--- src/source/led_matrix_pkg.sv ---
// Shared widths, plane count and UART command codes for the LED matrix controller
package led_matrix_pkg;

	// Brightness bit planes per frame
	// Plane p is shown for OE_BASE_CYCLES << p cycles
	localparam int PLANES = 6;

	// One UART byte
	localparam int BYTE_W = 8;

	// RGB565 pixel word
	// Red 15..11, green 10..5, blue 4..0
	localparam int PIXEL_W = 16;

	// Line write
	// Followed by a row byte, then two bytes per column, low byte first
	localparam logic [BYTE_W-1:0] CMD_LINE = 8'h4C;

	// Brightness enable
	// Followed by one byte, bits 5..0 gate the planes
	localparam logic [BYTE_W-1:0] CMD_ENABLE = 8'h45;

endpackage

--- src/source/uart_byte_rx.sv ---
// UART receiver for 8N1 frames, emits each good byte with a one-cycle strobe
`timescale 1ns/10ps

module uart_byte_rx #(
	parameter int TICKS_PER_BIT = 20
) (
	input  logic clk_root,
	input  logic rst_n,
	input  logic uart_rx,
	output logic [led_matrix_pkg::BYTE_W-1:0] rx_data,
	output logic rx_strobe
);
	import led_matrix_pkg::*;

	localparam int TICK_W = $clog2(TICKS_PER_BIT);
	localparam int HALF_BIT = TICKS_PER_BIT / 2;
	localparam logic [1:0] ST_IDLE = 2'd0;
	localparam logic [1:0] ST_START = 2'd1;
	localparam logic [1:0] ST_DATA = 2'd2;
	localparam logic [1:0] ST_STOP = 2'd3;

	logic [1:0] rx_sync;
	logic rx_bit;
	logic [1:0] state;
	logic [TICK_W-1:0] tick;
	logic bit_done;
	logic [$clog2(BYTE_W)-1:0] bit_idx;
	logic [BYTE_W-1:0] shift;

	// Line idles high
	assign rx_bit = rx_sync[1];
	// Last tick of a full bit period, lands mid-bit after the half-bit start wait
	assign bit_done = (tick == TICK_W'(TICKS_PER_BIT - 1));

	// Two flops for the asynchronous line
	always_ff @(posedge clk_root) begin
		if (!rst_n) begin
			rx_sync <= 2'b11;
		end else begin
			rx_sync <= {rx_sync[0], uart_rx};
		end
	end

	always_ff @(posedge clk_root) begin
		if (!rst_n) begin
			state <= ST_IDLE;
			tick <= '0;
			bit_idx <= '0;
			rx_strobe <= 1'b0;
		end else begin
			rx_strobe <= 1'b0;
			case (state)
				ST_IDLE: begin
					// Falling edge opens a frame
					tick <= '0;
					if (!rx_bit) begin
						state <= ST_START;
					end
				end
				ST_START: begin
					if (tick == TICK_W'(HALF_BIT - 1)) begin
						tick <= '0;
						bit_idx <= '0;
						// Glitch shorter than half a bit goes back to idle
						state <= rx_bit ? ST_IDLE : ST_DATA;
					end else begin
						tick <= tick + 1'b1;
					end
				end
				ST_DATA: begin
					if (bit_done) begin
						tick <= '0;
						bit_idx <= bit_idx + 1'b1;
						if (bit_idx == $clog2(BYTE_W)'(BYTE_W - 1)) begin
							state <= ST_STOP;
						end
					end else begin
						tick <= tick + 1'b1;
					end
				end
				default: begin
					if (bit_done) begin
						tick <= '0;
						// Framing error drops the byte silently
						rx_strobe <= rx_bit;
						state <= ST_IDLE;
					end else begin
						tick <= tick + 1'b1;
					end
				end
			endcase
		end
	end

	// LSB first on the wire
	always_ff @(posedge clk_root) begin
		if (state == ST_DATA && bit_done) begin
			shift <= {rx_bit, shift[BYTE_W-1:1]};
		end
		if (state == ST_STOP && bit_done && rx_bit) begin
			rx_data <= shift;
		end
	end

endmodule

--- config.mk ---
export PLATFORM = sky130hd
export DESIGN_NAME = uart_byte_rx
export DESIGN_NICKNAME = d
export VERILOG_FILES = /design/src/source/led_matrix_pkg.sv /design/src/source/uart_byte_rx.sv
export SDC_FILE = /design/constraint.sdc
export NUM_CORES = 1
export LEC_CHECK = 0
export CORE_MARGIN = 2
export CORE_UTILIZATION = 64
export DETAILED_ROUTE_END_ITERATION = 6
export DONT_BUFFER_PORTS = 1
export MAX_ROUTING_LAYER = met4
export PLACE_DENSITY = 0.88
export SYNTH_ARGS = -nofsm -noshare
export SYNTH_HDL_FRONTEND = slang
export SYNTH_SLANG_ARGS = --single-unit
export TNS_END_PERCENT = 50
--- constraint.sdc ---
create_clock -name clk_root -period 3.3 [get_ports clk_root]
set_input_delay 0.495 -clock clk_root [delete_from_list [all_inputs] [get_ports clk_root]]
set_output_delay 0.495 -clock clk_root [all_outputs]
set_load 0.01 [all_outputs]
==> flow_summary.json <==
{
  "layout-drive-gt1-share_pct": 11.6,
  "grt_overflow": 0,
  "syn_inst": 89,
  "p_int_w": 0.000523,
  "synth_cell_types": 27,
  "synth_most_common_cell": "edfxtp_1",
  "route.detailed.drc": 0,
  "cts_buffer_depth": 2,
  "wl_per_cell_um": 13.4,
  "cts_setup_buffers": 0,
  "synth-edff-count": 16,
  "p_sw_share_pct": 25.7,
  "synth_commonest_cells": "edfxtp_1 (16), dfxtp_1 (13), ha_1 (8), nor2_1 (8), o21ai_0 (6)",
  "wirelength_um": 1610,
  "cts_hold_buf": 0,
  "routed_via_density": 5.58,
  "grt_pass1_wl_um": 2640,
  "max_freq_ghz": 0.532,
  "cts_root_buffer": "clkbuf_4",
  "core_um2": 1730,
  "switching_power_w": 0.000181,
  "rows": 15,
  "diodes": 0,
  "cp_slowest_cell": "or4_1",
  "place_congestion": 0.791,
  "start_kind": "flop",
  "p_seq_share_pct": 56.4,
  "final.min_clock_period_ns": 1.88,
  "worst_slew_pin_slew_ns": 0.616,
  "antenna_found_initial": 0,
  "die_w_um": 46.7,
  "arrival_ns": 2.13,
  "ant_nets": 0,
  "endpoint_kind": "flop",
  "worst_slack_ns": 1.42,
  "ys_ff_latch": 29,
  "grt_start_max_net_pins": 10,
  "fillers": 123,
  "crit_type": "flop to flop",
  "die-area_um2": 2180,
  "fin_skew_ns": 0.00669,
  "htreeDepth": 2,
  "dieHeight_um": 46.7,
  "pre_cts_ws_ns": 1.45,
  "drv_cap": 0,
  "peakVddDrop_v": 0.000395,
  "synth_area_leaders": "edfxtp_1 (41%), dfxtp_1 (22%), ha_1 (8.6%)",
  "yosysTopAreaCell": "edfxtp_1",
  "initialDrtViolationCount": 11,
  "slew_headroom_pct": 58.5,
  "numCtsBuffers": 5,
  "cts_tree": "done",
  "fin_crit_sh_pct": 56.9,
  "area_delta_synth_final_pct": 6.42,
  "power_w": 0.000704,
  "finalCoreUtilization_pct": 72.0,
  "rrSetupSlack_ns": 1.42,
  "crit_chain": "ha_1, and4bb_1, a2bb2oi_4, or4_1, a21oi_1",
  "rsz0062_at_grt": "false",
  "dp_hpwl_um": 1170,
  "dr.pass1.iters": 4,
  "setup_tns_ns": 0,
  "ys.flop_type": "edfxtp_1",
  "yosysSeqAreaShare_pct": 63.4,
  "num_vias": 669,
  "grtUsageTotal_pct": 19.2,
  "syn_nets": 100,
  "async_reset_ff_share_pct": 0,
  "clkSlewWorstSetupHoldPaths_ns": 0.09,
  "syn_avg_cell_area_um2": 13.1,
  "yosysTopAreaCellShare_pct": 41.1,
  "finalSetupViolations": 0,
  "outcome": "complete, no violations",
  "p_leak_nw": 0.444,
  "grt_pass1_vias": 584,
  "fin_nets": 105,
  "min_path_type": "input pin to flop",
  "yosysWarnings": 0,
  "crit_path_max_fanout": 9,
  "finalMaxSlewViolations": 0,
  "power.share.clock_pct": 30.3,
  "power.density_nw_per_um2": 566,
  "hold_viol": 0,
  "cts_sinks": 29,
  "start_util_pct": 67.7,
  "hold_ws_ns": 0.244,
  "cp.required_ns": 3.55,
  "comb_power_share_pct": 13.3,
  "synth_area_um2": 1170,
  "worstSkewPairLatency_ns": 0.32,
  "port_buffers": 0,
  "slowest_delay_ns": 0.52,
  "postCtsResizedCells": 0,
  "num_io_pins": 12
}
critical path: cells and delay by family (launching register included):
family / cells / cell delay, ns
and+or+nand+nor: 2 / 0.95
DFF: 1 / 0.39
AOI/OAI and AO/OA: 2 / 0.26
adders and majority gates: 1 / 0.22
worst paths after layout:
kind                            to             startpoint  depth (start not counted)
max          state[0]$_SDFFE_PN0P_     tick[0]$_SDFF_PN0_                          5
min          rx_sync[1]$_SDFF_PN1_                  rst_n                          1
max reg2reg  state[0]$_SDFFE_PN0P_     tick[0]$_SDFF_PN0_                          5
min reg2reg  rx_sync[1]$_SDFF_PN1_  rx_sync[0]$_SDFF_PN1_                          1
stage by stage:
step | instances | area [µm²]
after detailed placement | 112 | 1180
after global routing | 120 | 1240
after CTS | 120 | 1240
after floorplan | 89 | 1170
after global placement | 112 | 1180
final | 120 | 1240
power groups by stage:
stage	clock [W]	combinational (W)	sequential (W)
after floorplan	0	0.0000728	0.000403
after global placement	0	0.0000873	0.000404
after detailed placement	0	0.0000914	0.000405
after CTS	0.000218	0.0000924	0.000397
after global routing	0.000235	0.000106	0.000399
final	0.000213	0.0000936	0.000397
layout make-up:
| type | count | area, µm² | area share, % |
|---|---|---|---|
| flip-flops and latches | 29 | 741 | 59.6 |
| multi-input cells | 53 | 393 | 31.6 |
| clock buffers | 6 | 51.3 | 4.12 |
| well taps | 25 | 31.3 | 2.52 |
| inverters | 5 | 18.8 | 1.51 |
| clock inverters | 2 | 8.76 | 0.704 |
layer usage:
layer	share of wire [%]	track usage, %	vias up
met5	0	-	-
met4	1.7	6.67	0
met3	5.2	11.5	4
met2	48	28.3	21
met1	45	21.4	313
li1	-	-	331
registers in the layout, summed over array words and instances (netlist names):
signal     count
rx_sync        2
state          2
tick           5
rx_data        8
shift          8
rx_strobe      1
bit_idx        3
cell families after synthesis:
| group | after synthesis | share of synthesized area (%) |
|---|---|---|
| simple gates | 28 | 14.3 |
| flops | 29 | 63.4 |
| mux | 1 | 0.857 |
| compound gates | 13 | 7.60 |
| buf+inv | 7 | 3.00 |
| fa+ha+maj | 8 | 8.57 |
| xor+xnor | 3 | 2.25 |
cells in the final DEF, fill, tap and decap left out:
master	synthesis	layout
nand3_1	2	2
mux2i_1	1	1
o21ai_0	6	6
clkinv_2	0	1
nand4b_1	1	1
clkbuf_8	0	1
clkbuf_4	0	5
a2bb2oi_4	1	1
edfxtp_1	16	16
xor2_1	2	2
inv_1	5	5
dfxtp_1	13	13
and4bb_2	1	1
clkinv_1	0	1
nand4_1	2	2
nor2_1	8	8
nand2b_1	4	4
nor4_1	1	1
or4_1	2	2
and4bb_1	1	1
o31ai_1	1	1
ha_1	8	8
and2_2	1	1
xnor2_1	1	1
nand2_1	2	2
nor3_1	1	1
a21oi_1	5	5
and3_2	1	1
or2b_1	1	1
Note: power is estimated with default switching activity, not from simulation.
