**src/source/led_matrix_pkg.sv**
```systemverilog
// Shared widths, plane count and UART command codes for the LED matrix controller
package led_matrix_pkg;

	// Brightness bit planes per frame
	// Plane p is shown for OE_BASE_CYCLES << p cycles
	localparam int PLANES = 6;

	// One UART byte
	localparam int BYTE_W = 8;

	// RGB565 pixel word
	// Red 15..11, green 10..5, blue 4..0
	localparam int PIXEL_W = 16;

	// Line write
	// Followed by a row byte, then two bytes per column, low byte first
	localparam logic [BYTE_W-1:0] CMD_LINE = 8'h4C;

	// Brightness enable
	// Followed by one byte, bits 5..0 gate the planes
	localparam logic [BYTE_W-1:0] CMD_ENABLE = 8'h45;

endpackage

```
**src/source/line_command_decoder.sv**
```systemverilog
// Command parser: line writes into the frame buffer, brightness enable, command count
`timescale 1ns/10ps

module line_command_decoder #(
	parameter int COLUMNS = 64,
	parameter int ROW_PAIRS = 16
) (
	input  logic clk_root,
	input  logic rst_n,
	input  logic [led_matrix_pkg::BYTE_W-1:0] rx_data,
	input  logic rx_strobe,
	output logic [$clog2(2*ROW_PAIRS*COLUMNS)-1:0] wr_address,
	output logic [led_matrix_pkg::BYTE_W-1:0] wr_data,
	output logic wr_lane,
	output logic wr_enable,
	output logic [led_matrix_pkg::PLANES-1:0] brightness_enable,
	output logic [7:0] commands_processed
);
	import led_matrix_pkg::*;

	localparam int ADDR_W = $clog2(2*ROW_PAIRS*COLUMNS);
	localparam int ROW_W = $clog2(2*ROW_PAIRS);
	localparam int CNT_W = $clog2(2*COLUMNS);
	localparam logic [1:0] ST_IDLE = 2'd0;
	localparam logic [1:0] ST_ROW = 2'd1;
	localparam logic [1:0] ST_PIXELS = 2'd2;
	localparam logic [1:0] ST_ENABLE = 2'd3;

	logic [1:0] state;
	logic [ROW_W-1:0] line_row;
	logic [CNT_W-1:0] byte_cnt;
	logic last_byte;

	assign last_byte = (byte_cnt == CNT_W'(2*COLUMNS - 1));

	// Write port straight from the strobe, so the byte is in memory next cycle
	assign wr_enable = rx_strobe && (state == ST_PIXELS);
	assign wr_data = rx_data;
	// Even byte is the low half of the pixel
	assign wr_lane = byte_cnt[0];
	// Pixel index is row * COLUMNS + column
	assign wr_address = ADDR_W'(line_row) * ADDR_W'(COLUMNS)
		+ ADDR_W'(byte_cnt[CNT_W-1:1]);

	always_ff @(posedge clk_root) begin
		if (!rst_n) begin
			state <= ST_IDLE;
			line_row <= '0;
			byte_cnt <= '0;
			// Every plane lit out of reset
			brightness_enable <= '1;
			commands_processed <= 8'd0;
		end else if (rx_strobe) begin
			case (state)
				ST_IDLE: begin
					// Anything but a command code is dropped here
					if (rx_data == CMD_LINE) begin
						state <= ST_ROW;
					end else if (rx_data == CMD_ENABLE) begin
						state <= ST_ENABLE;
					end
				end
				ST_ROW: begin
					// Out-of-range rows wrap onto the panel
					line_row <= ROW_W'(rx_data % (2*ROW_PAIRS));
					byte_cnt <= '0;
					state <= ST_PIXELS;
				end
				ST_PIXELS: begin
					if (last_byte) begin
						commands_processed <= commands_processed + 8'd1;
						state <= ST_IDLE;
					end else begin
						byte_cnt <= byte_cnt + 1'b1;
					end
				end
				default: begin
					brightness_enable <= rx_data[PLANES-1:0];
					commands_processed <= commands_processed + 8'd1;
					state <= ST_IDLE;
				end
			endcase
		end
	end

endmodule

```
**config.mk**
```make
export PLATFORM = sky130hd
export DESIGN_NAME = line_command_decoder
export DESIGN_NICKNAME = d
export VERILOG_FILES = /design/src/source/led_matrix_pkg.sv /design/src/source/line_command_decoder.sv
export SDC_FILE = /design/constraint.sdc
export NUM_CORES = 1
export LEC_CHECK = 0
export BUFFER_PORTS_ARGS = -buffer_cell sky130_fd_sc_hd__buf_2
export CAP_MARGIN = 20
export CORE_AREA = 4 4 69 71
export DETAILED_ROUTE_END_ITERATION = 7
export DIE_AREA = 0 0 73 75
export PLACE_DENSITY = 0.55
export SLEW_MARGIN = 20
export SYNTH_ARGS = -nofsm -noshare
export SYNTH_HDL_FRONTEND = slang
export SYNTH_SLANG_ARGS = --single-unit
```
**constraint.sdc**
```tcl
create_clock -name clk_root -period 5.3 [get_ports clk_root]
set_clock_uncertainty 0.05 [all_clocks]
set_input_delay 1.06 -clock clk_root [delete_from_list [all_inputs] [get_ports clk_root]]
set_output_delay 1.06 -clock clk_root [all_outputs]
set_load 0.02 [all_outputs]
```
==> impl_metrics.tcl <==
set metrics [dict create \
    crit_family "buffers and inverters" \
    crit_arrival_ps 1660 \
    die_w_um 73 \
    initial_utilization 0.328 \
    pwr-share-comb 0.054 \
    setup_viol 0 \
    netlist.area_leader.share 0.403 \
    floorplan.die.height_um 75 \
    cts_setup_buffers 0 \
    leakage_nw 0.753 \
    synthTopCellsByArea "dfxtp_1, nand2_1, nand3_1" \
    tightest_slew_ps 417 \
    grt_remaining_overflow 0 \
    worstPathCellList "buf_2, nand2_1, inv_1, buf_2" \
    cellInternalPower_mw 0.318 \
    die-area_um2 5480 \
    critPathMaxFanout 14 \
    fmax_mhz 361 \
    netSwitchingPower_mw 0.0833 \
    num-nets-final 214 \
    drive_above_1_share 0.260 \
    yosysTopAreaCell "dfxtp_1" \
    port_buffers 45 \
    final_core_util 0.392 \
    drtAntennaViolNets 0 \
    multi_input_area_um2 714 \
    cp-start-kind "input pin" \
    grt_pass1_vias 1145 \
    gp_congestion 0.735 \
    design_area_um2 1660 \
    nFillCells 435 \
    worst-path-buf-inv 3 \
    critPathCaptureType "output port" \
    p_sw_frac 0.207 \
    viasPerCell 5.05 \
    most-common-layout-cells "buf_2, dfxtp_1, nand2_1" \
    hold_buffers 0 \
    syn_area_um2 1390 \
    h-tree-depth 1 \
    seqCellArea_um2 561 \
    seq_area_frac_synth 0.403 \
    cpMostUsedCell "buf_2" \
    syn2layout_area_growth_pct 19.4 \
    final_common_cell "buf_2" \
    cp_slowest_stage_delay_ps 230 \
    yosysWarnings 0 \
    cts_root_buf "clkbuf_8" \
    p_per_area_nw_per_um2 242 \
    clk_latency_ps 270 \
    drv_slew 0 \
    relSlewSlack 0.722 \
    finalHoldViolCount 0 \
    dp_cells 248 \
    ir_drop_mv 0.148 \
    dp_hpwl_um 2340 \
    cts_buffers 3 \
    drtPass1Iterations 4 \
    clockBufferDepth 2 \
    dpl-instance-area_um2 1590 \
    drc 0 \
    required_ps 4190 \
    yosys.cell_types.count 37 \
    vias 1272 \
    grt_usage 0.123 \
    design.core.area_um2 4230 \
    seq_power_share 0.524 \
    rsz0062_at_grt "false" \
    antenna_found_initial 0 \
    cts_tree "done" \
    synth-seq-cells 28 \
    cts.sinks 28 \
    num_rows 24 \
    cts_resized 0 \
    cts.clk_slew.worst_paths_ps 100 \
    io-pin-count 46 \
    wl_um 3160 \
    status "complete, no violations" \
    wire_per_inst_um 12.5 \
    clockPowerShare 0.422 \
    fin_tns_setup_ps 0 \
    drtIter0Drc 102 \
    final_cells 252 \
    diodes 0 \
    path_class "input pin to output port" \
    grt_pass1_wl_um 5390 \
    cap_violations 0 \
    holdWs_ps 420 \
    period_needed_ps 2770 \
    hp-class "flip-flop to flip-flop" \
    netlist_instances 167 \
    fin_crit_sh 0.523 \
    slowest_stage "buf_2" \
    grt_max_degree 18 \
    synth_fp_nets 180 \
    syn_avg_cell_area_um2 8.32 \
]
-- tightest hold or removal path: cells and delay by family (launching register included) --
kind,cells,cell delay [ps]
simple gates,2,110
flops,1,320
-- cells in the mapped netlist --
| cell | count |
|---|---|
| o21a_1 | 1 |
| dfxtp_1 | 28 |
| nor4_1 | 1 |
| a21boi_1 | 1 |
| nand2_1 | 25 |
| or4_1 | 3 |
| xor2_1 | 2 |
| nand4bb_1 | 1 |
| nand4b_1 | 1 |
| buf_4 | 8 |
| nand3b_1 | 1 |
| o211a_1 | 1 |
| and2_1 | 2 |
| nor3b_1 | 4 |
| nand2b_1 | 1 |
| a41oi_4 | 1 |
| mux2i_1 | 6 |
| o31a_1 | 1 |
| and4_4 | 1 |
| and3_1 | 3 |
| nor3_1 | 3 |
| buf_2 | 2 |
| o2111a_1 | 1 |
| a21oi_1 | 10 |
| o211ai_1 | 2 |
| clkbuf_1 | 6 |
| nor2b_1 | 2 |
| ha_1 | 2 |
| o31ai_1 | 3 |
| or3_1 | 4 |
| o22ai_1 | 4 |
| nor2_1 | 8 |
| or2_2 | 1 |
| nand3_1 | 13 |
| inv_1 | 6 |
| o21ai_0 | 5 |
| a31oi_1 | 3 |
-- sequential cells by signal (all words and copies together), names as in the netlist --
signal              flops
commands_processed      8
byte_cnt                7
brightness_enable       6
line_row                5
state                   2
-- stage by stage --
step	power, mW	setup slack, ps
2_1_floorplan	0.231	2620
3_3_place_gp	0.237	2530
6_report	0.402	2530
5_1_grt	0.418	2440
3_5_place_dp	0.237	2530
4_1_cts	0.411	2530
-- metal layers --
layer	vias up	track usage	wire length [µm]
met5	-	0	0
met4	0	0.0369	34
met3	4	0.0374	217
met2	33	0.197	1480
met1	582	0.160	1420
li1	653	-	-
-- power groups by stage --
stage                     Sequential (mW)  Clock [mW]  Combinational, mW
after global routing                0.211       0.183             0.0239
after floorplan                     0.215           0             0.0157
after CTS                           0.211       0.178             0.0218
after detailed placement            0.215           0             0.0218
after global placement              0.215           0             0.0218
final                               0.211       0.169             0.0216
-- area by class of cell --
cell class | instances | area share
Clock buffer | 3 | 0.0249
Clock inverter | 1 | 0.0181
Inverter | 6 | 0.0136
Multi-Input combinational cell | 117 | 0.431
Sequential cell | 28 | 0.338
Tap cell | 52 | 0.0392
Timing Repair Buffer | 45 | 0.136
-- cell families (layout without fill, tap and decap cells) --
group                    count (synthesis)  in the layout  synth area share
AO/OA/AOI/OAI                           33             33             0.165
AND/OR/NAND/NOR                         74             74             0.275
adder cells (fa/ha/maj)                  2              2            0.0180
buffers and inverters                   22             55            0.0828
flip-flops                              28             28             0.403
XOR/XNOR                                 2              2            0.0126
multiplexers                             6              6            0.0432
-- worst paths after layout --
| kind | to | start | cells after the start | slack, ps |
|---|---|---|---|---|
| hold reg to reg | brightness_enable[0]$_SDFFE_PN1P_ | brightness_enable[0]$_SDFFE_PN1P_ | 2 | 420 |
| hold / removal | brightness_enable[0]$_SDFFE_PN1P_ | brightness_enable[0]$_SDFFE_PN1P_ | 2 | 420 |
| setup / recovery | wr_enable | rx_strobe | 4 | 2530 |
| setup reg to reg | commands_processed[7]$_SDFFE_PN0P_ | byte_cnt[0]$_SDFFE_PN0P_ | 5 | 3370 |
(Power assumes the default switching activity.)
