### src/source/led_matrix_pkg.sv
// Shared widths, plane count and UART command codes for the LED matrix controller
package led_matrix_pkg;

	// Brightness bit planes per frame
	// Plane p is shown for OE_BASE_CYCLES << p cycles
	localparam int PLANES = 6;

	// One UART byte
	localparam int BYTE_W = 8;

	// RGB565 pixel word
	// Red 15..11, green 10..5, blue 4..0
	localparam int PIXEL_W = 16;

	// Line write
	// Followed by a row byte, then two bytes per column, low byte first
	localparam logic [BYTE_W-1:0] CMD_LINE = 8'h4C;

	// Brightness enable
	// Followed by one byte, bits 5..0 gate the planes
	localparam logic [BYTE_W-1:0] CMD_ENABLE = 8'h45;

endpackage

### src/source/matrix_scan.sv
// Panel scan sequencer: columns, planes and row pairs with pixel clock, latch and OE
`timescale 1ns/10ps

module matrix_scan #(
	parameter int COLUMNS = 64,
	parameter int ROW_PAIRS = 16,
	parameter int OE_BASE_CYCLES = 8
) (
	input  logic clk_root,
	input  logic rst_n,
	output logic [$clog2(COLUMNS)-1:0] column,
	output logic [$clog2(ROW_PAIRS)-1:0] row_address,
	output logic [$clog2(led_matrix_pkg::PLANES)-1:0] plane,
	output logic pixel_step,
	output logic clk_pixel,
	output logic row_latch,
	output logic output_enable
);
	import led_matrix_pkg::*;

	localparam int COL_W = $clog2(COLUMNS);
	localparam int ROW_W = $clog2(ROW_PAIRS);
	localparam int PLANE_W = $clog2(PLANES);
	// Wide enough for the brightest plane
	localparam int OE_W = $clog2(OE_BASE_CYCLES << (PLANES - 1)) + 1;
	localparam logic [1:0] PH_SHIFT = 2'd0;
	localparam logic [1:0] PH_LATCH = 2'd1;
	localparam logic [1:0] PH_DISPLAY = 2'd2;

	logic [1:0] phase;
	logic [1:0] pix_phase;
	logic [OE_W-1:0] oe_left;

	// Cycle 0 of each pixel
	assign pixel_step = (phase == PH_SHIFT) && (pix_phase == 2'd0);
	assign row_latch = (phase == PH_LATCH);
	assign output_enable = (phase == PH_DISPLAY);

	always_ff @(posedge clk_root) begin
		if (!rst_n) begin
			phase <= PH_SHIFT;
			pix_phase <= 2'd0;
			column <= '0;
			plane <= '0;
			// First latch loads pair 0, the shift before it already fetches pair 0
			row_address <= ROW_W'(ROW_PAIRS - 1);
			oe_left <= '0;
			clk_pixel <= 1'b0;
		end else begin
			// High in cycle 3 only
			clk_pixel <= (phase == PH_SHIFT) && (pix_phase == 2'd2);
			case (phase)
				PH_SHIFT: begin
					pix_phase <= pix_phase + 2'd1;
					if (pix_phase == 2'd3) begin
						if (column == COL_W'(COLUMNS - 1)) begin
							column <= '0;
							phase <= PH_LATCH;
						end else begin
							column <= column + 1'b1;
						end
					end
				end
				PH_LATCH: begin
					// New row pair takes effect with its plane 0 latch
					if (plane == '0) begin
						if (row_address == ROW_W'(ROW_PAIRS - 1)) begin
							row_address <= '0;
						end else begin
							row_address <= row_address + 1'b1;
						end
					end
					// Binary weighted on-time
					oe_left <= (OE_W'(OE_BASE_CYCLES) << plane) - 1'b1;
					phase <= PH_DISPLAY;
				end
				PH_DISPLAY: begin
					if (oe_left == '0) begin
						phase <= PH_SHIFT;
						if (plane == PLANE_W'(PLANES - 1)) begin
							plane <= '0;
						end else begin
							plane <= plane + 1'b1;
						end
					end else begin
						oe_left <= oe_left - 1'b1;
					end
				end
				default: begin
					phase <= PH_SHIFT;
				end
			endcase
		end
	end

endmodule

### config.mk
export PLATFORM = sky130hd
export DESIGN_NAME = matrix_scan
export DESIGN_NICKNAME = d
export VERILOG_FILES = /design/src/source/led_matrix_pkg.sv /design/src/source/matrix_scan.sv
export SDC_FILE = /design/constraint.sdc
export NUM_CORES = 1
export LEC_CHECK = 0
export BUFFER_PORTS_ARGS = -buffer_cell sky130_fd_sc_hd__buf_4
export CELL_PAD_IN_SITES_DETAIL_PLACEMENT = 1
export CELL_PAD_IN_SITES_GLOBAL_PLACEMENT = 2
export CORE_ASPECT_RATIO = 1.75
export CORE_MARGIN = 2
export CORE_UTILIZATION = 37
export CTS_CLUSTER_SIZE = 10
export DETAILED_ROUTE_END_ITERATION = 16
export PLACE_DENSITY_LB_ADDON = 0.1
export SETUP_SLACK_MARGIN = 0.5
export SLEW_MARGIN = 20
export SYNTH_ARGS = -nofsm -noshare
export SYNTH_HDL_FRONTEND = slang
export SYNTH_SLANG_ARGS = --single-unit
### constraint.sdc
create_clock -name clk_root -period 6.5 [get_ports clk_root]
set_clock_uncertainty 0.2 [all_clocks]
set_input_delay 0.325 -clock clk_root [delete_from_list [all_inputs] [get_ports clk_root]]
set_output_delay 0.325 -clock clk_root [all_outputs]
set_load 0.03 [all_outputs]
==> summary.md <==
| Metric | Value |
|---|---|
| Outcome | `finished, final reports clean` |
| Switching part of the total | `0.234` |
| CTS tree | `done` |
| Top cells by area, synth | `dfxtp_1, nor2_1, ha_1` |
| Finish-stage setup viols | `0` |
| MaxCap Viol Count | `0` |
| Diode count | `0` |
| Int Pwr | `217 uW` |
| Peak supply drop | `0.000146 V` |
| Power Density | `163 nW/um^2` |
| Share of total power in the clock network | `0.348` |
| CP Launch Type | `flop` |
| Via/cell ratio | `~5.5` |
| Clock Latency Late Sink | `0.28 ns` |
| Worst Path Max Fanout | `14` |
| Cell taking the most area after synthesis | `dfxtp_1` |
| # resized after CTS | `0` |
| Crit path buffers/inverters | `1` |
| Critical path arrival | `roughly 2.6 ns` |
| EDFF count, synth | `0` |
| Sum Neg Setup Slack | `0 ns` |
| Req. time, crit path | `6.50 ns` |
| Period utilisation layout | `0.397` |
| GP Congestion | `0.921` |
| First-pass GRT wire length | `6.94 mm` |
| Reg2reg setup slack | `a little under 4 ns` |
| Num CTS Buffers | `3` |
| Setup Crit Path Kind | `flop to flop` |
| R2R cell count | `8` |
| Detailed Place HPWL | `approximately 3.3 mm` |
| Slew Limit Fails | `0` |
| Sequential area share after synthesis | `0.346` |
| Port Buf Inserts | `18` |
| Switching Power | `66.3 uW` |
| Yosys top cell area share | `0.346` |
| Total Routing Usage GR | `0.191` |
| Finished Layout Cells | `248` |
| Post-route ant nets | `0` |
| Chip width | `53.1 um` |
| Deepest clock path buffer count | `2` |
| CP endpoint kind | `flop` |
| Area of the mapped netlist | `between 1500 and 2000 sq um` |
| Hold endpoint | `row_address[0]` |
| Post-CTS setup buffer count | `0` |
| Die Y | `89.9 um` |
| Synthesis-to-layout area growth | `11.1%` |
| Initial antenna violation count | `0` |
| CP top delay family | `simple AND/OR/NAND/NOR gates` |
| Num rows | `31` |
| Peak per-stage delay on the critical path | `about 0.49 ns` |
| Vias | `approximately 1400` |
| Vias in the first global route | `about 1500` |
| Slew margin rel. | `0.639` |
| Commonest cells after routing, fill and taps aside | `dfxtp_1, nor2_1, nand2_1, buf_4, a21oi_1` |
| Top cell by count, worst path | `a31oi_1` |
| Die area | `4770 sq um` |
| CP max stage cell | `dfxtp_1` |
| Drt wl/cell | `16.5 um` |
| Hold WC Path Type | `input pin to flop` |
| Post-synth ARST share | `0` |
| I/O pin count | `19` |
| Share of cells above drive strength 1 | `0.166` |
| RSZ-0062 raised after global routing | `false` |
| GRT Residual Overflow | `0` |
| Pin count of the biggest net entering global routing | `18` |
| Hold Fails Final Rpt | `0` |
| Tot Pwr | `283 uW` |
| Slew @ Worst Pin | `0.539 ns` |
| Cell Chain, Critical Path | `nand2b_4, inv_2, nand2_1, ha_1, nor3b_1, a31oi_1, or3_1, a31oi_1` |
| Inst Count DP | `244` |
| Min-delay src | `rst_n` |
| CTS root buf | `clkbuf_8` |
| Pleak | `0.643 nW` |
| Mapped Nets | `195` |
| Post-Syn Instances | `186` |
| #FFs+latches synth | `27` |
| CTS Sinks | `27` |
| R2r startpoint | `phase[0]` |
| Combinational share of power | `0.055` |
| DR iter-0 viols | `12` |
| Initial Utilization | `0.379` |
| Post-Route WL | `slightly above 4 mm` |
| Worst hold path depth | `2` |
| Worst reg2reg endpoint | `oe_left[8]` |
| Clock Pin Slew Worst Setup and Hold Paths | `0.10 ns` |
| Hold_ws | `0.0861 ns` |
| Post-route DRC | `0` |
| Yosys warning count | `0` |
| Avg Inst Size Synth | `8.39 sq um` |
| Final-stage net count | `209` |
| Fmax | `388 MHz` |
| Flop pwr share | `0.597` |
| Netlist cell types | `48` |
| TritonRoute pass-1 iters | `4` |
| Min cycle time layout | `~2.6 ns` |
| Commonest non-fill, non-tap cell in the layout | `dfxtp_1` |
| CTS HTree Levels | `1` |
| Primary FF master, synth | `dfxtp_1` |
| CTS Hold Bufs | `0` |
| Core Area | `4110 sq um` |
[layer usage]
| layer | vias up | track usage | routed length [um] |
|---|---|---|---|
| li1 | 674 | - | - |
| met1 | 652 | 0.208 | 1580 |
| met2 | 21 | 0.350 | 2290 |
| met3 | 10 | 0.0183 | 86 |
| met4 | 0 | 0.0855 | 150 |
| met5 | - | 0 | 0 |
[sequential cells by signal, indices dropped and copies added (netlist names)]
signal / cells
plane: 3
clk_pixel: 1
pix_phase: 2
row_address: 4
oe_left: 9
column: 6
phase: 2
[metrics by stage]
step           worst slack, ns  area (sq um)   util
3_5_place_dp              3.95          1690  0.411
6_report                  3.92          1730  0.422
4_1_cts                   3.91          1730  0.422
5_1_grt                   3.72          1730  0.422
2_1_floorplan             4.19          1560      -
3_3_place_gp              4.07          1690  0.411
[power groups by stage]
stage | Clock (mW) | Combinational, mW | Sequential, mW
global route | 0.109 | 0.0176 | 0.170
finish | 0.0985 | 0.0157 | 0.169
floorplan | 0 | 0.00913 | 0.174
CTS | 0.103 | 0.0162 | 0.169
global placement | 0 | 0.0154 | 0.173
detailed placement | 0 | 0.0161 | 0.173
[worst max path at each step]
stage	start	endpoint	slack (ns)	depth (start not counted)
5_1_grt	phase[0]	oe_left[8]	3.72	8
4_1_cts	phase[0]	oe_left[8]	3.91	8
3_5_place_dp	phase[0]	oe_left[8]	3.95	8
6_report	phase[0]	oe_left[8]	3.92	8
2_1_floorplan	phase[0]	oe_left[8]	4.19	11
3_3_place_gp	phase[0]	oe_left[8]	4.07	8
[cell families (layout without fill, tap and decap cells)]
kind of cell	Yosys count	in the layout	share of synthesized area
adder cells (fa/ha/maj)	9	9	0.0690
multiplexers	5	5	0.0345
AND/OR/NAND/NOR	78	78	0.267
XOR/XNOR	9	9	0.0505
flip-flops	27	27	0.346
buffers and inverters	21	34	0.0722
AO/OA/AOI/OAI	37	37	0.160
[layout make-up]
type / instances / area, sq um
fill: 536 / 2380
multi-input combinational: 138 / 907
sequential: 27 / 541
timing repair buffer: 18 / 135
tap: 49 / 61.3
clock buffer: 4 / 45.0
inverter: 12 / 45.0
[cell usage after synthesis, drive strengths merged, types with 2 or more instances]
master / count
and4: 2
o21ai: 9
maj3: 2
nand2: 19
xnor2: 4
nand2b: 2
clkbuf: 3
mux2i: 5
a211oi: 4
buf: 6
ha: 7
inv: 11
a31oi: 4
xor2: 5
nor4: 2
and3: 2
nor2: 25
dfxtp: 27
o311ai: 2
nand3b: 2
a21oi: 11
nor4b: 2
or2: 2
nand3: 5
nor3b: 3
nor3: 6
and2: 3
Note: power is estimated with default switching activity, not from simulation.
