**src/source/led_matrix_pkg.sv**
```systemverilog
// Shared widths, plane count and UART command codes for the LED matrix controller
package led_matrix_pkg;

	// Brightness bit planes per frame
	// Plane p is shown for OE_BASE_CYCLES << p cycles
	localparam int PLANES = 6;

	// One UART byte
	localparam int BYTE_W = 8;

	// RGB565 pixel word
	// Red 15..11, green 10..5, blue 4..0
	localparam int PIXEL_W = 16;

	// Line write
	// Followed by a row byte, then two bytes per column, low byte first
	localparam logic [BYTE_W-1:0] CMD_LINE = 8'h4C;

	// Brightness enable
	// Followed by one byte, bits 5..0 gate the planes
	localparam logic [BYTE_W-1:0] CMD_ENABLE = 8'h45;

endpackage

```
**src/source/pixel_fetch_split.sv**
```systemverilog
// Pixel fetch for both panel halves, reduced to one colour bit per channel for the plane
`timescale 1ns/10ps

module pixel_fetch_split #(
	parameter int COLUMNS = 64,
	parameter int ROW_PAIRS = 16
) (
	input  logic clk_root,
	input  logic rst_n,
	input  logic [$clog2(COLUMNS)-1:0] column,
	input  logic [$clog2(ROW_PAIRS)-1:0] row_address,
	input  logic [$clog2(led_matrix_pkg::PLANES)-1:0] plane,
	input  logic pixel_step,
	input  logic [led_matrix_pkg::PLANES-1:0] brightness_enable,
	output logic [$clog2(2*ROW_PAIRS*COLUMNS)-1:0] rd_address,
	input  logic [led_matrix_pkg::PIXEL_W-1:0] rd_data,
	output logic [2:0] rgb1,
	output logic [2:0] rgb2
);
	import led_matrix_pkg::*;

	localparam int ADDR_W = $clog2(2*ROW_PAIRS*COLUMNS);
	localparam int ROW_W = $clog2(ROW_PAIRS);

	logic [ROW_W-1:0] fetch_row;
	logic [ADDR_W-1:0] top_address;
	logic [ADDR_W-1:0] bottom_address;
	logic [PIXEL_W-1:0] top_word;
	logic step_d1;
	logic step_d2;

	// RGB565 widened to 6 bits per channel, then bit p, gated by the plane enable
	function automatic logic [2:0] colour_bits(
		input logic [PIXEL_W-1:0] word,
		input logic [$clog2(PLANES)-1:0] p,
		input logic [PLANES-1:0] en
	);
		logic [5:0] red;
		logic [5:0] green;
		logic [5:0] blue;
		red = {word[15:11], word[15]};
		green = word[10:5];
		blue = {word[4:0], word[4]};
		colour_bits = {blue[p], green[p], red[p]} & {3{en[p]}};
	endfunction

	// Plane 0 shift runs before its latch moves row_address, so look one pair ahead
	always_comb begin
		fetch_row = row_address;
		if (plane == '0) begin
			if (row_address == ROW_W'(ROW_PAIRS - 1)) begin
				fetch_row = '0;
			end else begin
				fetch_row = row_address + 1'b1;
			end
		end
	end

	assign top_address = ADDR_W'(fetch_row) * ADDR_W'(COLUMNS) + ADDR_W'(column);
	// Bottom half sits ROW_PAIRS rows further down
	assign bottom_address = top_address + ADDR_W'(ROW_PAIRS * COLUMNS);
	// Top in cycle 0, bottom for the rest of the pixel
	assign rd_address = pixel_step ? top_address : bottom_address;

	always_ff @(posedge clk_root) begin
		if (!rst_n) begin
			step_d1 <= 1'b0;
			step_d2 <= 1'b0;
			rgb1 <= 3'b000;
			rgb2 <= 3'b000;
		end else begin
			step_d1 <= pixel_step;
			step_d2 <= step_d1;
			// Bottom word sits on rd_data in cycle 2
			if (step_d2) begin
				rgb1 <= colour_bits(top_word, plane, brightness_enable);
				rgb2 <= colour_bits(rd_data, plane, brightness_enable);
			end
		end
	end

	// Top word arrives in cycle 1
	always_ff @(posedge clk_root) begin
		if (step_d1) begin
			top_word <= rd_data;
		end
	end

endmodule

```
**config.mk**
```make
export PLATFORM = sky130hd
export DESIGN_NAME = pixel_fetch_split
export DESIGN_NICKNAME = d
export VERILOG_FILES = /design/src/source/led_matrix_pkg.sv /design/src/source/pixel_fetch_split.sv
export SDC_FILE = /design/constraint.sdc
export NUM_CORES = 1
export LEC_CHECK = 0
export ABC_AREA = 1
export BUFFER_PORTS_ARGS = -buffer_cell sky130_fd_sc_hd__clkbuf_2
export CAP_MARGIN = 0
export CORE_UTILIZATION = 30
export DETAILED_ROUTE_END_ITERATION = 7
export PLACE_DENSITY = 0.55
export SYNTH_ARGS = -nofsm -noshare
export SYNTH_HDL_FRONTEND = slang
export SYNTH_SLANG_ARGS = --single-unit
export TNS_END_PERCENT = 30
```
**constraint.sdc**
```tcl
create_clock -name clk_root -period 1 [get_ports clk_root]
set_input_delay 0.05 -clock clk_root [delete_from_list [all_inputs] [get_ports clk_root]]
set_output_delay 0.05 -clock clk_root [all_outputs]
set_load 0.01 [all_outputs]
```
==> reports/qor.csv, run 1 <==
metric,value,unit
layout cell share with drive strength beyond 1,0.3223,
Power Dens Cells,1161,nW/um^2
nets,282,
Final Hold Fails,0,
first-pass GRT wire length,5671,microns
pin slew with the least headroom to its limit,222.6,ps
post-place setup slack,-151.8,ps
Total Power,2.311,mW
clock buffer count from CTS,3,
FF-to-FF Start,top_word[9]$_DFFE_PP_,
dpl cell area,1677,sq um
CTS Sinks,24,
"Seq/Total Area, Yosys",0.4511,
startpoint types,input port,
status,finished with violations,
Reg area,641.9,sq um
final clock skew,4.392,ps
DR iter-0 viols,56,
Placement Rows,24,
clock latency at the later pin of the worst-skew pair,270,ps
Synth Cell Area,1420,sq um
CP Capture Point,rgb2[1]$_SDFFE_PN0P_,
initial antenna violation count,0,
Die Span X,70.80,microns
Die ar.,5013,sq um
cell accounting for the most synthesized area,edfxtp_1,
Ys Warns,0,
io pins,55,
Required @ worst endpoint,1160,ps
Final GP Congestion,0.7307,
CP Data Arrival Time,1140,ps
"Design Area, Final",1991,sq um
fin cells,294,
Critical Path Sink Type,flip-flop,
port bufs,42,
endpoints failing setup,0,
Initial Util,0.3195,
crit path max fanout,2,
Multi-input gate area,578.1,sq um
Post-Syn Instances,182,
FF-to-FF path depth,5,
Routed Antenna Nets,0,
Worst slew margin,0.8511,
clk buf depth,2,
"Slew Viols, Final",0,
Fillers,474,
dpl hpwl,2368,microns
via count of the routed design,1283,
First-pass DRT Iterations,8,
R2R Setup Slk,30,ps
maxcap violations,0,
CP Launch Point,rd_data[5],
post-synth top area share,0.3383,
fmax,1.024,GHz
Worst VDD drop,458.0,uV
Mapped Avg Cell Area,7.803,sq um
minimum clock period,976.7,ps
Core Area,4444,sq um
die height,70.80,microns
DRT Wirelength,3181,microns
vias per cell,4.364,
diode count,0,
global route overflow,0,
part of the cycle the worst path needs,0.9767,
dpl cells,272,
clock root buffer,clkbuf_8,
#FFs+latches synth,24,
number of global-route vias before repair,1301,
setup TNS,0,ps
"Reg clk slew, reported paths",90,ps
syn nets,221,
htree depth,1,
Synth area leaders,"edfxtp_1 34%, nand2_1 15%, dfxtp_1 11%, inv_1 9.0%, nand3_1 7.8%",
Hold Path Class,input port to flip-flop,
Area growth syn-to-layout,40.18,%
post-DR wirelength/cell,10.82,microns
Worst Setup Path Type,input port to flip-flop,
leak pwr,1.014,nW
failing checks,design-rule violations,
DRC,2,
Synth cell types,21,
Reg2Reg Capture Point,rgb1[1]$_SDFFE_PN0P_,
Tot GR Track Use,0.1441,
largest net degree at the start of global routing,18,
RSZ-0062 raised after global routing,true,
final setup margin,23.34,ps
TritonCTS clock tree,built,
==> synthesized netlist by cell type <==
library cell	count
a21oi_1	10
nor2_4	1
buf_2	2
nand2_2	7
o211ai_2	1
buf_6	2
nor3_4	1
nand3_1	22
inv_4	1
buf_4	7
inv_2	2
dfxtp_1	8
mux2_2	1
xnor2_1	1
or2_2	3
nand4_1	1
ha_1	1
nand2_1	55
inv_1	34
o211ai_1	6
edfxtp_1	16
==> cells in the final DEF, fill, tap and decap left out, types with 2 or more instances in the layout <==
master / count
o211ai_1: 6
dfxtp_1: 7
nand3_1: 19
nand3_2: 3
buf_6: 2
a21oi_2: 2
nand2_2: 7
buf_4: 9
a21oi_1: 8
dlymetal6s4s_1: 3
edfxtp_1: 16
nand2_1: 55
or2_2: 2
inv_2: 4
dlygate4sd3_1: 15
buf_12: 2
clkbuf_8: 3
clkbuf_2: 35
inv_1: 32
==> per-layer routing <==
layer / vias up / track usage / share of wire
li1: 688 / - / -
met1: 554 / 0.1735 / 0.45
met2: 37 / 0.2543 / 0.49
met3: 4 / 0.02422 / 0.047
met4: 0 / 0.06000 / 0.014
met5: - / 0 / 0
==> cell families (layout without fill, tap and decap cells) <==
| kind of cell | count (synthesis) | count (layout) | synth area share |
|---|---|---|---|
| DFF | 24 | 24 | 0.4511 |
| and+or+nand+nor | 90 | 90 | 0.2908 |
| xor gates and xnor gates | 1 | 1 | 0.006169 |
| AOI/OAI and AO/OA | 17 | 17 | 0.07577 |
| muxes | 1 | 1 | 0.007929 |
| buffers and inverters | 48 | 108 | 0.1595 |
| adders and majority gates | 1 | 1 | 0.008809 |
==> worst max-delay path, stage by stage <==
cell and delay, ps:
dlygate4sd3_1 530, clkbuf_2 110, inv_1 40, nand2_1 40, nand3_1 70, nand2_1 60
nand2_1 60, nand2_1 50, nand3_1 80, a21oi_1 60
==> registers in the layout (all words and copies together), names as in the netlist <==
register,flops
top_word,16
rgb1,3
rgb2,3
step_d1,1
step_d2,1
==> worst min path at each step <==
| stage | to | startpoint | cells after the start |
|---|---|---|---|
| after global routing | top_word[11]$_DFFE_PP_ | rd_data[11] | 1 |
| after global placement | rd_address[0] | column[0] | 0 |
| after floorplan | step_d1$_SDFF_PN0_ | pixel_step | 2 |
| after CTS | rd_address[0] | column[0] | 0 |
| after detailed placement | rd_address[0] | column[0] | 0 |
| final | top_word[12]$_DFFE_PP_ | rd_data[12] | 1 |
==> final cells by class <==
class / count / share of cell area
multi-input combinational: 110 / 0.2904
clock buffer: 4 / 0.03331
tap: 52 / 0.03268
timing repair buffer: 67 / 0.2502
inverter: 37 / 0.07102
sequential: 24 / 0.3224
==> what timing repair did <==
action | 4_1_cts | 5_1_grt
gates resized for setup | 3 | 20
buffers inserted | 1 | 2
setup endpoints to repair | 4 | 10
hold buffers | 18 | 0
pin swaps | 2 | 4
hold endpoints to repair | 18 | 0
==> power by group <==
part           total, mW  switching [mW]  internal, mW
Sequential          1.11          0.0114          1.10
Combinational      0.446           0.226         0.220
Clock              0.757           0.322         0.435
Total               2.31           0.559          1.75
==> stage by stage <==
| stage | util | hold slack (ps) |
|---|---|---|
| after floorplan | - | 143.4 |
| after global placement | 0.3773 | 100.1 |
| after detailed placement | 0.3773 | 100.1 |
| after CTS | 0.4361 | 100.1 |
| after global routing | 0.4479 | 87.52 |
| final | 0.4479 | 79.85 |
Note: power is estimated with default switching activity, not from simulation.
==> run 2: changes to the inputs <==
--- a/config.mk
+++ b/config.mk
@@ -8,9 +8,10 @@
 export ABC_AREA = 1
 export BUFFER_PORTS_ARGS = -buffer_cell sky130_fd_sc_hd__clkbuf_2
 export CAP_MARGIN = 0
-export CORE_UTILIZATION = 30
+export CORE_UTILIZATION = 52
 export DETAILED_ROUTE_END_ITERATION = 7
-export PLACE_DENSITY = 0.55
+export PLACE_DENSITY = 0.83
+export SETUP_SLACK_MARGIN = 0.05
 export SYNTH_ARGS = -nofsm -noshare
 export SYNTH_HDL_FRONTEND = slang
 export SYNTH_SLANG_ARGS = --single-unit
==> constraint.sdc (replaced) <==
create_clock -name clk_root -period 1.2 [get_ports clk_root]
set_input_delay 0.06 -clock clk_root [delete_from_list [all_inputs] [get_ports clk_root]]
set_output_delay 0.06 -clock clk_root [all_outputs]
set_load 0.01 [all_outputs]
==> run 2 against run 1 <==
Compared with the run above:
- the run now ends clean
- sequential share of layout area is 2.7 points higher
- sequential power is 17% lower
- register-to-register slack better by 130 ps
- highest routed layer unchanged
- sequential cell count stayed put
- non-clock buffer count is 2 lower
- setup slack better by 65 ps
- final cell count is 8.2% lower
- hold slack better by 40 ps
- total power is 29% lower
- combinational power is 22% lower
==> reports/qor.csv, run 2 (synthesis gave the netlist of run 1 again) <==
metric,value,unit
CP Launch Point,rst_n,
clock root buffer,clkbuf_4,
hold path start,column[1],
leak pwr,0.9411,nW
maxcap violations,0,
initial antenna violation count,0,
P_int,1.195,mW
CTS Sinks,24,
status,finished clean,
fmax,0.8995,GHz
port bufs,42,
endpoints failing setup,0,
clock latency at the later pin of the worst-skew pair,330,ps
clock buffer count from CTS,3,
"commonest non-fill, non-tap cell in the layout",nand2_1,
Hold EP,rd_address[1],
Tot GR Track Use,0.2289,
Routed Antenna Nets,0,
DRC,0,
Required @ worst endpoint,1450,ps
diode count,0,
TritonCTS clock tree,built,
DR iter-0 viols,21,
io pins,55,
Core Area,2522,sq um
Final GP Congestion,0.8174,
part of the cycle the worst path needs,0.9265,
"Reg clk slew, reported paths",140,ps
DRT Wirelength,3061,microns
post-place setup slack,67.21,ps
dpl cells,247,
Hold Path Class,input port to primary output,
htree depth,1,
startpoint types,input port,
minimum clock period,1112,ps
Multi-input gate area,555.5,sq um
final setup margin,88.25,ps
most frequent cells in the layout,"55 x nand2_1, 42 x clkbuf_2, 34 x inv_1",
first-pass GRT wire length,4843,microns
Initial Util,0.5630,
pin slew with the least headroom to its limit,250.2,ps
global route overflow,0,
die height,54.26,microns
via count of the routed design,1294,
First-pass DRT Iterations,4,
Final Hold Fails,0,
FF-to-FF path depth,5,
largest net degree at the start of global routing,18,
RSZ-0062 raised after global routing,true,
Clk pwr share,0.225,
R2R Setup Slk,160,ps
fin cells,270,
crit path max fanout,3,
Power Dens Cells,894.6,nW/um^2
"Slew Viols, Final",0,
FF-to-FF Start,top_word[9]$_DFFE_PP_,
Die ar.,2944,sq um
number of global-route vias before repair,1178,
nets,280,
Reg2Reg Capture Point,rgb1[1]$_SDFFE_PN0P_,
combinational share of power,0.211,
Worst Setup Path Type,input port to flip-flop,
post-DR wirelength/cell,11.34,microns
Area growth syn-to-layout,28.99,%
Critical Path Sink Type,flip-flop,
final clock skew,22.19,ps
Placement Rows,18,
Worst slew margin,0.8327,
CP Data Arrival Time,1360,ps
sequential share of power,0.564,
dpl hpwl,2130,microns
Top reg by flops,top_word,
P_sw,0.4433,mW
Die Span X,54.26,microns
"Design Area, Final",1832,sq um
Largest regs,"top_word x16, rgb1 x3, rgb2 x3",
clk buf depth,2,
Fillers,216,
setup TNS,0,ps
vias per cell,4.793,
Reg area,640.6,sq um
max reg flops,16,
sw frac,0.2705,
Worst VDD drop,845.0,uV
worst hold path depth,0,
layout cell share with drive strength beyond 1,0.2750,
dpl cell area,1613,sq um
==> run 2: metal layers <==
metal	wire length [microns]	GRT usage	vias to the layer above	share of wire
met1	1392	0.2982	554	0.45
met3	182	0.05556	4	0.059
met4	30	0.07265	0	0.0098
met5	0	0	-	0
li1	-	-	685	-
met2	1455	0.3720	51	0.48
==> run 2: power groups by stage <==
stage	registers, mW	clock network (mW)	logic, mW
floorplan	0.949	0	0.195
global placement	0.941	0	0.288
detailed placement	0.942	0	0.293
CTS	0.923	0.376	0.342
global route	0.926	0.411	0.388
finish	0.924	0.369	0.346
==> run 2: final cells by class <==
type | count | area share
Sequential cell | 24 | 0.3497
Multi-Input combinational cell | 110 | 0.3033
Inverter | 37 | 0.07719
Clock inverter | 1 | 0.002049
Tap cell | 30 | 0.02049
Clock buffer | 3 | 0.01230
Timing Repair Buffer | 65 | 0.2350
==> run 2: what timing repair did <==
item,4_1_cts,5_1_grt
setup buffers,0,0
gates resized for setup,0,1
hold buffers,19,0
endpoints found under the hold margin,18,0
endpoints found under the setup margin,0,3
==> run 2: how the worst max path moves through the flow <==
stage                                        to  cells past startpoint
after floorplan           top_word[0]$_DFFE_PP_                      0
after global placement     rgb1[1]$_SDFFE_PN0P_                      7
after detailed placement   rgb2[2]$_SDFFE_PN0P_                      9
after CTS                    step_d1$_SDFF_PN0_                      5
after global routing       rgb1[2]$_SDFFE_PN0P_                      8
final                        step_d1$_SDFF_PN0_                      5
==> run 2: worst max-delay path, stage by stage <==
cell           delay, ps
dlygate4sd3_1        540
clkbuf_2             130
nand2_1               60
dlygate4sd3_1        540
inv_1                 40
==> run 2: through the flow <==
stage	utilization	total power, mW	hold WS, ps
2_1_floorplan	-	1.144	153.5
3_3_place_gp	0.6394	1.229	120.1
3_5_place_dp	0.6394	1.235	120.1
4_1_cts	0.7252	1.641	120.1
5_1_grt	0.7262	1.724	120.0
6_report	0.7262	1.639	120.0
==> run 3: changes to the inputs <==
--- a/config.mk
+++ b/config.mk
@@ -6,11 +6,12 @@
 export NUM_CORES = 1
 export LEC_CHECK = 0
 export ABC_AREA = 1
-export BUFFER_PORTS_ARGS = -buffer_cell sky130_fd_sc_hd__clkbuf_2
 export CAP_MARGIN = 0
-export CORE_UTILIZATION = 52
+export CORE_ASPECT_RATIO = 1.5
+export CORE_UTILIZATION = 56
 export DETAILED_ROUTE_END_ITERATION = 7
-export PLACE_DENSITY = 0.83
+export DONT_BUFFER_PORTS = 1
+export PLACE_DENSITY = 0.7
 export SETUP_SLACK_MARGIN = 0.05
 export SYNTH_ARGS = -nofsm -noshare
 export SYNTH_HDL_FRONTEND = slang
==> run 3 against run 2 <==
Compared with the run above:
- sequential power barely moved
- global-route usage up 0.052 points
- total power rose by 2.1%
- hold slack worse by 63 ps
- clock power up 38%
- sequential share of layout area grew 5.1 points
- non-clock buffer count down 46
- clock skew fell by 20 ps
- first-iteration DRC count rose by 52%
- core utilization down 6.6 points
- register-to-register slack about the same
==> reports/qor.csv, run 3 (synthesis gave the netlist of run 1 again) <==
metric,value,unit
Required @ worst endpoint,1430,ps
Worst slew margin,0.8191,
CP Launch Point,top_word[9]$_DFFE_PP_,
post-DR wirelength/cell,12.87,microns
Largest regs,"top_word x16, rgb1 x3, rgb2 x3",
final clock skew,2.409,ps
CP Data Arrival Time,1270,ps
fmax,0.9607,GHz
CP bufs+invs,0,
global route overflow,0,
Fillers,215,
met3 Use GR,0.04871,
via count of the routed design,1146,
initial antenna violation count,0,
endpoints failing setup,0,
"commonest non-fill, non-tap cell in the layout",nand2_1,
status,finished clean,
Core Area,2422,sq um
setup bufs post-CTS,0,
Reg area,640.6,sq um
clk buf depth,2,
port bufs,0,
clock buffer count from CTS,3,
DRT Wirelength,2806,microns
RSZ-0062 raised after global routing,false,
TritonCTS clock tree,built,
CTS Sinks,24,
clock root buffer,clkbuf_4,
hold path start,plane[2],
leak pwr,0.7564,nW
Worst VDD drop,869.8,uV
"Slew Viols, Final",0,
minimum clock period,1041,ps
max reg flops,16,
Total Power,1.674,mW
Die Span X,43.12,microns
Initial Util,0.5863,
Final Hold Fails,0,
most frequent cells in the layout,"55 x nand2_1, 34 x inv_1, 22 x nand3_1",
part of the cycle the worst path needs,0.8674,
largest net degree at the start of global routing,28,
Multi-input gate area,553.0,sq um
post-CTS sizing,0,
Top reg by flops,top_word,
number of global-route vias before repair,1209,
DRC,0,
Hold Path Class,input port to flip-flop,
first-pass GRT wire length,4788,microns
Die ar.,2745,sq um
GR met1 Demand/Resource,0.2588,
vias per cell,5.257,
Tot GR Track Use,0.2294,
CP Cell Sequence,"or2_2, o211ai_1, nand2_1, nand3_1, a21oi_1",
htree depth,1,
Routed Antenna Nets,0,
pin slew with the least headroom to its limit,269.4,ps
crit path max fanout,1,
maxcap violations,0,
die height,63.68,microns
clock latency at the later pin of the worst-skew pair,330,ps
met2 usage,0.3918,
startpoint types,flip-flop,
"Reg clk slew, reported paths",130,ps
Placement Rows,22,
Area growth syn-to-layout,12.69,%
DR iter-0 viols,32,
Worst Setup Path Type,flip-flop to flip-flop,
nets,234,
layout cell share with drive strength beyond 1,0.1134,
Critical Path Sink Type,flip-flop,
"Most Used Layer, Global Route",met2,
"CP delay by family, top",simple AND/OR/NAND/NOR gates,
CP max stage delay,370,ps
setup TNS,0,ps
First-pass DRT Iterations,4,
io pins,55,
Final GP Congestion,0.8163,
slowest CP cell,edfxtp_1,
dpl hpwl,2026,microns
FF-to-FF Start,top_word[9]$_DFFE_PP_,
diode count,0,
Power Dens Cells,1046,nW/um^2
run 3: final timing paths:
check	endpoint	slack [ps]	cells past startpoint
worst max-delay path	rgb1[1]$_SDFFE_PN0P_	160	5
worst min-delay path	rgb1[1]$_SDFFE_PN0P_	60	5
worst max register to register	rgb1[1]$_SDFFE_PN0P_	160	5
worst min register to register	rgb2[1]$_SDFFE_PN0P_	530	2
run 3: timing repair:
item                                    CTS  global route
endpoints found under the setup margin    0             0
hold endpoints to repair                 24             0
hold buffers                             18             0
run 3: where the power goes:
group	switching [mW]	internal (mW)	leakage (nW)
sequential	0.0112	0.913	0.215
combinational	0.129	0.109	0.515
clock	0.256	0.255	0.0261
total	0.396	1.28	0.756
run 3: per-stage QoR:
step	utilization	setup slack (ps)	hold slack, ps	cell area [sq um]	instances
global placement	0.5666	204.9	120.1	1373	196
finish	0.6606	159.1	56.64	1600	218
detailed placement	0.5666	181.2	120.1	1373	196
global route	0.6606	125.5	44.26	1600	218
floorplan	-	194.3	153.5	1420	182
CTS	0.6606	162.5	45.89	1600	218
run 3: layout make-up:
| type | instances | share of cell area |
|---|---|---|
| clock buffer | 4 | 0.02971 |
| timing repair buffer | 19 | 0.1173 |
| sequential | 24 | 0.4003 |
| multi-input combinational | 110 | 0.3456 |
| tap | 24 | 0.01876 |
| inverter | 37 | 0.08835 |
run 3: tightest hold or removal path: cells and delay by family:
| family | cells | cell delay [ps] |
|---|---|---|
| AOI/OAI and AO/OA | 1 | 60 |
| buffers and inverters | 1 | 60 |
| and+or+nand+nor | 3 | 170 |
run 3: routing by layer:
layer,wire (microns),vias up
li1,-,592
met1,1161,505
met2,1409,40
met3,140,9
met4,94,0
met5,0,-
